**src/hdl/masked_bfu_cfg.svh**
```systemverilog
/*
 * masked butterfly configuration
 * share width, modulus, block size and datapath latency
 */

`ifndef MASKED_BFU_CFG_SVH
`define MASKED_BFU_CFG_SVH

// share width, arithmetic shares live mod 2^24
`define MBFU_WIDTH 24

// ml-dsa prime, below 2^23 so bit 23 is a clean sign
`define MBFU_Q 8380417

// largest block in coefficients
`define MBFU_MAX_COUNT 256

// add reg + a2b stages + b2a reg + correction reg
`define MBFU_LATENCY (`MBFU_WIDTH + 3)

`endif

```
**src/hdl/masked_bfu_pkg.sv**
```systemverilog
/*
 * masked butterfly shared types
 * one storage word for a pair of shares, readable as arithmetic
 * shares (sum mod 2^w) or as boolean shares (xor), plus the
 * block control states
 */

`include "masked_bfu_cfg.svh"

package masked_bfu_pkg;

    // ====================
    // share pair
    // ====================

    // same 2*w bits seen two ways
    // a2b conversion overwrites arith bits with bool bits in place
    typedef union packed {
        struct packed {
            logic [`MBFU_WIDTH-1:0] s1;
            logic [`MBFU_WIDTH-1:0] s0;
        } arith;
        struct packed {
            logic [`MBFU_WIDTH-1:0] b1;
            logic [`MBFU_WIDTH-1:0] b0;
        } bool;
    } share_pair_u;

    // ====================
    // block control
    // ====================

    typedef enum logic [1:0] {
        IDLE  = 2'd0,
        RUN   = 2'd1,
        DRAIN = 2'd2,
        DONE  = 2'd3
    } bfu_state_e;

endpackage

```
**src/hdl/masked_a2b_conv.sv**
```systemverilog
/*
 * masked arithmetic to boolean conversion
 * ripple carry over the two shares, one bit per pipeline stage,
 * carry kept as two boolean shares with a fresh random bit per stage
 */

`timescale 1ns/1ps

`include "masked_bfu_cfg.svh"

module masked_a2b_conv (
    input  logic                        clk,
    input  logic                        reset_n,
    input  logic                        zeroize,
    input  masked_bfu_pkg::share_pair_u x_arith,
    input  logic [`MBFU_WIDTH-1:0]      rnd,
    output masked_bfu_pkg::share_pair_u x_bool
);
    import masked_bfu_pkg::*;

    localparam int W = `MBFU_WIDTH;

    // stage i holds bits [i:0] in bool form, the rest still arith
    share_pair_u  stage_d [W];
    share_pair_u  stage_q [W];
    // carry shares out of stages 0..w-2
    logic [W-2:0] c0_d;
    logic [W-2:0] c1_d;
    logic [W-2:0] c0_q;
    logic [W-2:0] c1_q;

    for (genvar i = 0; i < W; i++) begin : g_bit
        share_pair_u cur;
        share_pair_u nxt;
        logic        k0;
        logic        k1;
        logic        m;

        // stage input, first stage has no carry in
        if (i == 0) begin : g_first
            assign cur = x_arith;
            assign k0  = 1'b0;
            assign k1  = 1'b0;
        end else begin : g_next
            assign cur = stage_q[i-1];
            assign k0  = c0_q[i-1];
            assign k1  = c1_q[i-1];
        end

        // last stage has no carry out, its random bit remasks the msb
        if (i == W - 1) begin : g_top_mask
            assign m = rnd[i];
        end else begin : g_no_mask
            assign m = 1'b0;
        end

        // sum bit = s0 ^ s1 ^ carry, share 0 keeps s0, share 1 keeps s1
        always_comb begin
            nxt = cur;
            nxt.bool.b0[i] = cur.arith.s0[i] ^ k0 ^ m;
            nxt.bool.b1[i] = cur.arith.s1[i] ^ k1 ^ m;
        end

        assign stage_d[i] = nxt;

        // carry out = maj(a, b, c) = ((a^c) & (b^c)) ^ c
        // and of the two shared operands done dom style with rnd[i]
        if (i < W - 1) begin : g_carry
            logic x0;
            logic x1;
            logic y0;
            logic y1;
            logic z0;
            logic z1;

            assign x0 = cur.arith.s0[i] ^ k0;
            assign x1 = k1;
            assign y0 = k0;
            assign y1 = cur.arith.s1[i] ^ k1;
            // cross terms masked by the same fresh bit
            assign z0 = (x0 & y0) ^ ((x0 & y1) ^ rnd[i]);
            assign z1 = (x1 & y1) ^ ((x1 & y0) ^ rnd[i]);
            assign c0_d[i] = z0 ^ k0;
            assign c1_d[i] = z1 ^ k1;
        end
    end

    always_ff @(posedge clk or negedge reset_n) begin
        if (!reset_n) begin
            for (int i = 0; i < W; i++) begin
                stage_q[i] <= '0;
            end
            c0_q <= '0;
            c1_q <= '0;
        end else if (zeroize) begin
            for (int i = 0; i < W; i++) begin
                stage_q[i] <= '0;
            end
            c0_q <= '0;
            c1_q <= '0;
        end else begin
            stage_q <= stage_d;
            c0_q    <= c0_d;
            c1_q    <= c1_d;
        end
    end

    // all bits converted after the last stage
    assign x_bool = stage_q[W-1];

endmodule

```
**src/hdl/masked_b2a_bit.sv**
```systemverilog
/*
 * one bit boolean to arithmetic share conversion
 * goubin affine trick on a zero-extended bit, then an additive remask,
 * result registered
 */

`timescale 1ns/1ps

`include "masked_bfu_cfg.svh"

module masked_b2a_bit (
    input  logic                        clk,
    input  logic                        reset_n,
    input  logic                        zeroize,
    input  logic                        b0,
    input  logic                        b1,
    input  logic [`MBFU_WIDTH-1:0]      rnd,
    output masked_bfu_pkg::share_pair_u a
);

    localparam int W = `MBFU_WIDTH;

    logic [W-1:0] xm;
    logic [W-1:0] mk;
    logic [W-1:0] g_a;
    logic [W-1:0] g_t;
    logic [W-1:0] a_x;

    // masked value and mask, both one bit wide
    assign xm = {{(W-1){1'b0}}, b0};
    assign mk = {{(W-1){1'b0}}, b1};

    // f(g) = (xm ^ g) - g is affine in g
    assign g_a = ((xm ^ rnd) - rnd) ^ xm;
    assign g_t = (xm ^ (rnd ^ mk)) - (rnd ^ mk);
    // a_x + mk == b0 ^ b1 mod 2^w
    assign a_x = g_a ^ g_t;

    always_ff @(posedge clk or negedge reset_n) begin
        if (!reset_n) begin
            a <= '0;
        end else if (zeroize) begin
            a <= '0;
        end else begin
            // spread both shares over the full word
            a.arith.s0 <= a_x + rnd;
            a.arith.s1 <= mk - rnd;
        end
    end

endmodule

```
**src/hdl/masked_bfu_add_sub.sv**
```systemverilog
/*
 * masked modular add/sub butterfly
 * t = u + v - q or u - v share by share, sign of t recovered through
 * a2b and a one bit b2a, then q added back when t is negative
 * result stays in two arithmetic shares
 */

`timescale 1ns/1ps

`include "masked_bfu_cfg.svh"

module masked_bfu_add_sub (
    input  logic                        clk,
    input  logic                        reset_n,
    input  logic                        zeroize,
    input  logic                        in_valid,
    input  logic                        mode_sub,
    input  masked_bfu_pkg::share_pair_u u,
    input  masked_bfu_pkg::share_pair_u v,
    input  logic [`MBFU_WIDTH-1:0]      rnd_a2b,
    input  logic [`MBFU_WIDTH-1:0]      rnd_b2a,
    output masked_bfu_pkg::share_pair_u res,
    output logic                        res_valid
);
    import masked_bfu_pkg::*;

    localparam int W   = `MBFU_WIDTH;
    localparam int LAT = `MBFU_LATENCY;
    // t waits through a2b and b2a
    localparam int DLY = LAT - 2;
    localparam logic [W-1:0] Q = W'(`MBFU_Q);

    share_pair_u    t_d;
    share_pair_u    t_q;
    share_pair_u    t_dly [DLY];
    share_pair_u    t_bool;
    share_pair_u    sgn_arith;
    share_pair_u    res_d;
    logic [LAT-1:0] vld_q;

    // ====================
    // share-wise add/sub
    // ====================

    // q folded into share 0 only
    always_comb begin
        if (mode_sub) begin
            t_d.arith.s0 = u.arith.s0 - v.arith.s0;
            t_d.arith.s1 = u.arith.s1 - v.arith.s1;
        end else begin
            t_d.arith.s0 = u.arith.s0 + v.arith.s0 - Q;
            t_d.arith.s1 = u.arith.s1 + v.arith.s1;
        end
    end

    always_ff @(posedge clk or negedge reset_n) begin
        if (!reset_n) begin
            t_q   <= '0;
            vld_q <= '0;
            for (int i = 0; i < DLY; i++) begin
                t_dly[i] <= '0;
            end
        end else if (zeroize) begin
            t_q   <= '0;
            vld_q <= '0;
            for (int i = 0; i < DLY; i++) begin
                t_dly[i] <= '0;
            end
        end else begin
            t_q      <= t_d;
            // valid walks alongside the data
            vld_q    <= {vld_q[LAT-2:0], in_valid};
            t_dly[0] <= t_q;
            for (int i = 1; i < DLY; i++) begin
                t_dly[i] <= t_dly[i-1];
            end
        end
    end

    // ====================
    // sign extract
    // ====================

    masked_a2b_conv u_a2b (
        .clk     (clk),
        .reset_n (reset_n),
        .zeroize (zeroize),
        .x_arith (t_q),
        .rnd     (rnd_a2b),
        .x_bool  (t_bool)
    );

    // only bit 23 of each bool share goes on
    masked_b2a_bit u_b2a (
        .clk     (clk),
        .reset_n (reset_n),
        .zeroize (zeroize),
        .b0      (t_bool.bool.b0[W-1]),
        .b1      (t_bool.bool.b1[W-1]),
        .rnd     (rnd_b2a),
        .a       (sgn_arith)
    );

    // ====================
    // q correction
    // ====================

    // q * (a0 + a1) == q * sign, added per share
    assign res_d.arith.s0 = t_dly[DLY-1].arith.s0 + sgn_arith.arith.s0 * Q;
    assign res_d.arith.s1 = t_dly[DLY-1].arith.s1 + sgn_arith.arith.s1 * Q;

    always_ff @(posedge clk or negedge reset_n) begin
        if (!reset_n) begin
            res <= '0;
        end else if (zeroize) begin
            res <= '0;
        end else begin
            res <= res_d;
        end
    end

    assign res_valid = vld_q[LAT-1];

endmodule

```
**src/hdl/bfu_ctrl_fsm.sv**
```systemverilog
/*
 * butterfly block control FSM
 * idle -> run -> drain -> done, gates input strobes and
 * flags the end of a block once the pipeline is empty
 */

`timescale 1ns/1ps

module bfu_ctrl_fsm (
    input  logic clk,
    input  logic reset_n,
    input  logic zeroize,
    input  logic start,
    input  logic coef_valid,
    input  logic last_coef,
    input  logic drain_end,
    output logic accept,
    output logic load,
    output logic drain_en,
    output logic busy,
    output logic done
);
    import masked_bfu_pkg::*;

    bfu_state_e state_q;
    bfu_state_e state_d;

    always_comb begin
        state_d = state_q;
        case (state_q)
            IDLE: begin
                if (start) begin
                    state_d = RUN;
                end
            end
            // last_coef already qualified by accept
            RUN: begin
                if (last_coef) begin
                    state_d = DRAIN;
                end
            end
            DRAIN: begin
                if (drain_end) begin
                    state_d = DONE;
                end
            end
            DONE: begin
                state_d = IDLE;
            end
            default: begin
                state_d = IDLE;
            end
        endcase
    end

    always_ff @(posedge clk or negedge reset_n) begin
        if (!reset_n) begin
            state_q <= IDLE;
        end else if (zeroize) begin
            state_q <= IDLE;
        end else begin
            state_q <= state_d;
        end
    end

    // start outside idle falls on the floor
    assign load     = start && (state_q == IDLE);
    assign accept   = coef_valid && (state_q == RUN);
    assign drain_en = (state_q == DRAIN);
    assign busy     = (state_q == RUN) || (state_q == DRAIN);
    assign done     = (state_q == DONE);

endmodule

```
**src/hdl/bfu_block_counter.sv**
```systemverilog
/*
 * butterfly block counter
 * counts down accepted coefficients and up through the drain,
 * flags the last accept and the end of the drain
 */

`timescale 1ns/1ps

`include "masked_bfu_cfg.svh"

module bfu_block_counter (
    input  logic                                   clk,
    input  logic                                   reset_n,
    input  logic                                   zeroize,
    input  logic                                   load,
    input  logic                                   accept,
    input  logic                                   drain_en,
    input  logic [$clog2(`MBFU_MAX_COUNT + 1)-1:0] count,
    output logic                                   last_coef,
    output logic                                   drain_end
);

    localparam int CW = $clog2(`MBFU_MAX_COUNT + 1);
    localparam int DW = $clog2(`MBFU_LATENCY);

    // coefficients still to accept
    logic [CW-1:0] remain_q;
    // drain cycles seen so far
    logic [DW-1:0] drain_q;

    always_ff @(posedge clk or negedge reset_n) begin
        if (!reset_n) begin
            remain_q <= '0;
            drain_q  <= '0;
        end else if (zeroize) begin
            remain_q <= '0;
            drain_q  <= '0;
        end else if (load) begin
            remain_q <= count;
            drain_q  <= '0;
        end else begin
            if (accept) begin
                remain_q <= remain_q - 1'b1;
            end
            if (drain_en) begin
                drain_q <= drain_q + 1'b1;
            end
        end
    end

    assign last_coef = accept && (remain_q == CW'(1));
    // drain spans the full latency so the last result has left
    assign drain_end = drain_en && (drain_q == DW'(`MBFU_LATENCY - 1));

endmodule

```
**src/hdl/masked_bfu_top.sv**
```systemverilog
/*
 * masked butterfly add/sub unit, top level
 * block control and counter around the shared datapath
 */

`timescale 1ns/1ps

`include "masked_bfu_cfg.svh"

module masked_bfu_top (
    input  logic                                   clk,
    input  logic                                   reset_n,
    input  logic                                   zeroize,
    input  logic                                   start,
    input  logic                                   mode_sub,
    input  logic [$clog2(`MBFU_MAX_COUNT + 1)-1:0] count,
    input  logic                                   coef_valid,
    input  masked_bfu_pkg::share_pair_u            u,
    input  masked_bfu_pkg::share_pair_u            v,
    input  logic [`MBFU_WIDTH-1:0]                 rnd_a2b,
    input  logic [`MBFU_WIDTH-1:0]                 rnd_b2a,
    output masked_bfu_pkg::share_pair_u            res,
    output logic                                   res_valid,
    output logic                                   busy,
    output logic                                   done
);

    logic accept;
    logic load;
    logic drain_en;
    logic last_coef;
    logic drain_end;
    logic mode_q;

    bfu_ctrl_fsm u_fsm (
        .clk        (clk),
        .reset_n    (reset_n),
        .zeroize    (zeroize),
        .start      (start),
        .coef_valid (coef_valid),
        .last_coef  (last_coef),
        .drain_end  (drain_end),
        .accept     (accept),
        .load       (load),
        .drain_en   (drain_en),
        .busy       (busy),
        .done       (done)
    );

    bfu_block_counter u_cnt (
        .clk       (clk),
        .reset_n   (reset_n),
        .zeroize   (zeroize),
        .load      (load),
        .accept    (accept),
        .drain_en  (drain_en),
        .count     (count),
        .last_coef (last_coef),
        .drain_end (drain_end)
    );

    // mode held for the whole block, taken with the counter load
    always_ff @(posedge clk or negedge reset_n) begin
        if (!reset_n) begin
            mode_q <= 1'b0;
        end else if (zeroize) begin
            mode_q <= 1'b0;
        end else if (load) begin
            mode_q <= mode_sub;
        end
    end

    masked_bfu_add_sub u_bfu (
        .clk       (clk),
        .reset_n   (reset_n),
        .zeroize   (zeroize),
        .in_valid  (accept),
        .mode_sub  (mode_q),
        .u         (u),
        .v         (v),
        .rnd_a2b   (rnd_a2b),
        .rnd_b2a   (rnd_b2a),
        .res       (res),
        .res_valid (res_valid)
    );

endmodule

```
**config.mk**
```make
export PLATFORM = sky130hd
export DESIGN_NAME = masked_bfu_top
export DESIGN_NICKNAME = d
export VERILOG_FILES = /design/src/hdl/masked_bfu_pkg.sv /design/src/hdl/masked_a2b_conv.sv /design/src/hdl/masked_b2a_bit.sv /design/src/hdl/masked_bfu_add_sub.sv /design/src/hdl/bfu_ctrl_fsm.sv /design/src/hdl/bfu_block_counter.sv /design/src/hdl/masked_bfu_top.sv
export VERILOG_INCLUDE_DIRS = /design/src /design/src/hdl
export SDC_FILE = /design/constraint.sdc
export NUM_CORES = 2
export LEC_CHECK = 0
export ABC_AREA = 0
export BUFFER_PORTS_ARGS = -buffer_cell sky130_fd_sc_hd__clkbuf_2
export CORE_ASPECT_RATIO = 1.4
export CORE_MARGIN = 3
export CORE_UTILIZATION = 35
export CTS_CLUSTER_SIZE = 10
export DETAILED_ROUTE_END_ITERATION = 10
export HOLD_SLACK_MARGIN = 0.06
export PLACE_DENSITY = 0.59
export REMOVE_ABC_BUFFERS = 1
export SETUP_SLACK_MARGIN = 0.5
export SYNTH_ARGS = -nofsm -noshare
export SYNTH_HDL_FRONTEND = slang
export SYNTH_SLANG_ARGS = --single-unit
```
**constraint.sdc**
```tcl
create_clock -name clk -period 4.8 [get_ports clk]
set_input_delay 0 -clock clk [delete_from_list [all_inputs] [get_ports clk]]
set_output_delay 0 -clock clk [all_outputs]
set_load 0.02 [all_outputs]
```
Yosys cells after proc, flatten, opt, wreduce, memory -nomap -nowiden
Cells that the tools add are included.
{"block": "totals", "inputBits": 159, "word_cells": 389, "ff_bits": 2586}
{"block": "classes", "n_eq_ne": 8, "muxes": 22, "reduce_logical": 10, "bitwise": 275, "add_sub_neg": 13, "multipliers": 2}
{"cell": "$mux W1200", "count": 1}
{"cell": "$mux W1152", "count": 1}
{"cell": "$mux W48", "count": 4}
{"cell": "$xor A1 B1 Y1", "count": 181}
{"cell": "$add A24 B24 Y24", "count": 5}
{"cell": "$sub A24 B24 Y24", "count": 4}
{"cell": "$and A1 B1 Y1", "count": 89}
{"cell": "$mul A24 B23 Y24 const B", "count": 2}
{"cell": "$xor A1 B24 Y24", "count": 2}
{"cell": "$xor A24 B1 Y24", "count": 2}
{"cell": "$mux W23", "count": 2}
{"cell": "$mux W27", "count": 1}
{"cell": "$mux W9", "count": 3}
{"cell": "$sub A1 B24 Y24", "count": 1}
{"cell": "$sub A24 B23 Y24 const B", "count": 1}
{"cell": "$xor A24 B24 Y24", "count": 1}
{"cell": "$mux W5", "count": 3}
{"cell": "$eq A9 B1 Y1 const B", "count": 1}
{"cell": "$ne A3 B3 Y1 const B", "count": 3}
{"cell": "$sub A9 B1 Y9 const B", "count": 1}
{"cell": "$mux W2", "count": 4}
{"cell": "$pmux W2 S4", "count": 1}
{"cell": "$reduce_bool A3 Y1", "count": 2}
{"cell": "$add A5 B1 Y5 const B", "count": 1}
{"cell": "9 further kinds", "count": 14}

Depth between registers and ports, before layout
{"block": "depth", "word_depth": 6, "depth_mapped": 20, "depth_no_buf": 20}

By module
A second synthesis with hierarchy kept.
{"block": "unflattened", "cells_unflattened": 7278, "hier_area_um2": 96988.0}
{"module": "masked_bfu_add_sub", "n_inst": 1, "area_per_inst_um2": 52410.3, "cells_each": 4067, "seq_area_each_um2": 33106.8}
{"module": "masked_a2b_conv", "n_inst": 1, "area_per_inst_um2": 40378.7, "cells_each": 2755, "seq_area_each_um2": 29978.8}
{"module": "masked_b2a_bit", "n_inst": 1, "area_per_inst_um2": 3154.3, "cells_each": 346, "seq_area_each_um2": 1201.2}
{"module": "bfu_block_counter", "n_inst": 1, "area_per_inst_um2": 823.3, "cells_each": 87, "seq_area_each_um2": 350.3}
{"module": "bfu_ctrl_fsm", "n_inst": 1, "area_per_inst_um2": 182.7, "cells_each": 20, "seq_area_each_um2": 50.0}
{"module": "masked_bfu_top", "n_inst": 1, "area_per_inst_um2": 38.8, "cells_each": 3, "seq_area_each_um2": 25.0}

Worst setup path before layout
Ideal clock, no wire load.
{"block": "synth_path", "path_kind": "reg2reg", "from": "register u_bfu.u_b2a.a[5] (netlist name)", "to": "register u_bfu.res[23] (netlist name)", "required_ns": 4.668, "synth_period_minus_slack_ns": 5.159, "setup_slack_ns": -0.359, "path_stages_with_launch": 18, "t_arrival_ns": 5.027, "path_cell_list": "dfrtp_1 > fa_1 > fa_1 > inv_1 > fa_1 > inv_1 > fa_1 > fa_1 > inv_1 > fa_1 > fa_1 > inv_1 > ha_1 > a21oi_1 > nor2_1 > a311oi_1 > xnor2_1 > nor2_1"}
{"block": "synth_via", "elab_chain_len": 3}
{"element": "start: declaration", "line": "masked_b2a_bit.sv:18", "text": "output masked_bfu_pkg::share_pair_u a"}
{"element": "$mul A24 B23 Y24", "line": "masked_bfu_add_sub.sv:109", "text": "assign res_d.arith.s0 = t_dly[DLY-1].arith.s0 + sgn_arith.arith.s0 * Q;"}
{"element": "$add A24 B24 Y24", "line": "masked_bfu_add_sub.sv:109"}
{"element": "$mux W48", "line": "masked_bfu_add_sub.sv:115", "text": "end else if (zeroize) begin"}
{"element": "end signal: assignment", "line": "masked_bfu_add_sub.sv:118", "text": "res <= res_d;"}
{"element": "end: declaration", "line": "masked_bfu_add_sub.sv:22", "text": "output masked_bfu_pkg::share_pair_u res,"}
No other way between the ends.
A chain may end at the register's enable or synchronous reset.

Worst setup path after layout
{"block": "layout_path", "from": "register u_bfu.u_b2a.a[6] (netlist name)", "to": "register u_bfu.res[23] (netlist name)"}
Same word-level chain as after synthesis.

==> metrics.md <==
| Metric | Value |
|---|---|
| Final hold vios | 0 |
| Initial detailed-routing violation count | 1,639 |
| Post-DR wirelength/cell | 13.82 um |
| CP Max Fanout | 3 |
| Ports | 210 |
| Largest net degree at the start of global routing | 170 |
| VDD IR max | 0.001529 V |
| Antenna-violating nets left | 0 |
| Worst-Skew Late Latency | 750 ps |
| Worst slew pin tran | 900.9 ps |
| Htree depth | 4 |
| Final worst slack | -328.3 ps |
| P_leak | 0.03547 uW |
| Ys async rst share | 100.0% |
| Hold Crit Class | input port to flop |
| Max Clk Rate | 195.0 MHz |
| Worst endpoint required time | 5410 ps |
| Mapped Avg Cell Area | 12.25 um2 |
| Post-layout min period | 5128 ps |
| Die area | 176,100 um2 |
| Drt via density | 4.389 |
| Total congestion overflow | 0 |
| Arr. time, crit path | 5740 ps |
| Gpl congestion | 0.8368 |
| Failing checks | setup timing |
| Clk Tree Root Cell | clkbuf_16 |
| Most used DFF post-synth | dfrtp_1 |
| Syn Inst Count | 4,887 |
| Initial core utilization | 35.22% |
| Period utilization | 106.8% |
| Die Wd | 355.6 um |
| Crit path kind | flop to flop |
| Clock tree buffer depth | 3 |
| Power Density | 564.9 nW/um2 |
| CP Capture Type | flop |
| Core area | 170,000 um2 |
| First-pass GRT wire length | 180.4 mm |
| TritonCTS clock tree | built |
| Sequential share of the synthesized area | 60.01% |
| Max_cap viols | 0 |
| Max_slew headroom | 39.94% |
| Clock-pin transition on the worst setup and hold timing paths | 60 ps |
| Fin cells | 7,788 |
| Clock sinks | 1,436 |
| Clock Skews | 22.46 ps |
| Share of cells above drive strength 1 | 11.64% |
| Post-synthesis cell area | 59,880 um2 |
| Pre-CTS setup slack | -555.6 ps |
| Nets | 6,114 |
| Status | finished with violations |
| P&R area growth vs syn | 20.74% |
| Number of global-route vias before repair | 35.96k |
| Dpl cells | 7,288 |
| Yosys warning count | 0 |
| Total GRT Usage | 12.55% |
| Final count of pins violating max slew | 0 |
| Cts bufs inserted | 165 |
| Synth Register Bits | 1,436 |
| DR DRC count | 0 |
| # rows | 179 |
| Synth cell types | 80 |
| Pre-antenna DRT Iters | 8 |
| Die Span Y | 495.4 um |
| Unrepaired setup endpoints after global routing | true |
| Final setup violation count | 8 |
| CP startpoint kind | flop |
| PortBufs | 209 |
| WL final | 107.7 mm |
| HPWL after DPL | 68.39 mm |
| Fill cells | 15.71k |
| EDFF count, synth | 0 |
| Antenna violations before repair | 10 |
| Routed vias | 34.18k |
==> state kept, by name, indices dropped and copies added (netlist names) <==
name and flops:
mode_q 1, u_bfu.res 48, u_bfu.t_dly 1200, u_bfu.t_q 48, u_bfu.u_a2b.c0_q 23, u_bfu.u_a2b.c1_q 23
u_bfu.u_a2b.x_bool 2, u_bfu.u_b2a.a 48, u_bfu.vld_q 27, u_cnt.drain_q 5, u_cnt.remain_q 9, u_fsm.state_q 2
==> metrics by stage <==
| stage | power [uW] | setup TNS [ps] | area (um2) | utilization, % | hold WS (ps) |
|---|---|---|---|---|---|
| floorplan | 22750 | -714.3 | 59230 | - | -295.6 |
| global placement | 27010 | -2584 | 64080 | 37.70 | 55.73 |
| detailed placement | 27070 | -2569 | 64080 | 37.70 | 54.75 |
| CTS | 40440 | -1700 | 71960 | 42.33 | 65.85 |
| global route | 44080 | -2793 | 72270 | 42.51 | 162.8 |
| finish | 40840 | -1471 | 72290 | 42.53 | 142.5 |
==> Yosys cell counts, drive strengths merged (42+ instances only) <==
cell / number / share of area, %
nor2b: 1238 / 13
inv: 300 / 1.9
a21oi: 96 / 0.80
xnor2: 215 / 3.1
o21ai: 65 / 0.54
clkbuf: 163 / 1.0
xor2: 73 / 1.1
nor3: 62 / 0.53
ha: 374 / 7.8
a21o: 42 / 0.53
fa: 94 / 3.1
nor2: 341 / 2.1
nand2: 72 / 0.45
dfrtp: 1436 / 60
==> cell type report <==
type / count / area [um2] / area share (%)
antenna: 10 / 25.02 / 0.03462
clock buffer: 183 / 4300 / 5.949
clock inverter: 13 / 170.2 / 0.2354
inverter: 300 / 1126 / 1.558
multi-input combinational: 2980 / 22890 / 31.67
sequential: 1436 / 35950 / 49.72
tap: 2262 / 2830 / 3.915
timing repair buffer: 604 / 5001 / 6.918
==> report_power, final <==
group          leakage, uW  internal (uW)  switching (uW)
sequential          0.0198          12800             338
clock              0.00218           6260            4430
combinational       0.0135           8590            8440
==> path summary, 6_finish.rpt <==
| kind | to | from | cells after the start | slack (ps) |
|---|---|---|---|---|
| setup / recovery | u_bfu.res[23] | u_bfu.u_b2a.a[6] | 15 | -330 |
| hold / removal | u_bfu.t_q[5] | v[4] | 8 | 140 |
| setup reg to reg | u_bfu.res[23] | u_bfu.u_b2a.a[6] | 15 | -330 |
| hold reg to reg | u_bfu.t_dly[178] | u_bfu.t_dly[226] | 1 | 440 |
| max in group asynchronous | mode_q | reset_n | 4 | 3310 |
| min in group asynchronous | u_bfu.res[35] | reset_n | 4 | 580 |
==> critical path: stages, from the launching register on <==
cell and delay (ps):
dfrtp_1 420, buf_6 140, fa_1 490, fa_1 530
inv_2 40, fa_1 550, fa_1 450, fa_1 520
fa_1 440, fa_1 520, inv_2 60, ha_4 200
and3_1 140, a311oi_2 280, xnor2_1 150, nor2_1 50
==> repair_timing <==
item / 4_1_cts / 5_1_grt
endpoints found under the setup margin: 13 / 16
resized for setup: 87 / 57
hold endpoints to repair: 1305 / 0
hold buffers: 278 / 0
pin swaps: 35 / 39
buffers inserted: 14 / 2
==> routing by layer <==
metal	wire, um	GRT usage, %
met3	4604	2.328
met2	56470	22.82
met5	27	0
met1	43920	14.80
met4	2629	4.239
==> layout by cell type, fill, tap and decap left out, drive strengths merged, types with 8 or more instances in the layout <==
master and instances:
a31oi 8, nor2b 1238, clkinv 8, o21a 19
a211oi 33, inv 303, ha 374, nand4 8
nand2 72, o31ai 11, dlygate4sd3 277, diode 10
nand3 17, nand2b 23, fa 94, nor2 341
a21o 42, mux2i 10, o21bai 11, a21oi 96
o211ai 13, nor3 62, nor3b 9, or3 13
and3 11, o21ai 65, buf 120, xnor2 215
dfrtp 1436, clkbuf 390, xor2 73, nor4 20
==> kinds of logic after synthesis <==
kind of cell	Yosys count	synth area share, %
compound gates	358	4.004
xor+xnor	288	4.213
fa+ha+maj	468	10.96
buf+inv	471	2.953
flops	1436	60.01
mux	15	0.2612
simple gates	1851	17.60
No activity file was read; power rests on OpenSTA's default activity.
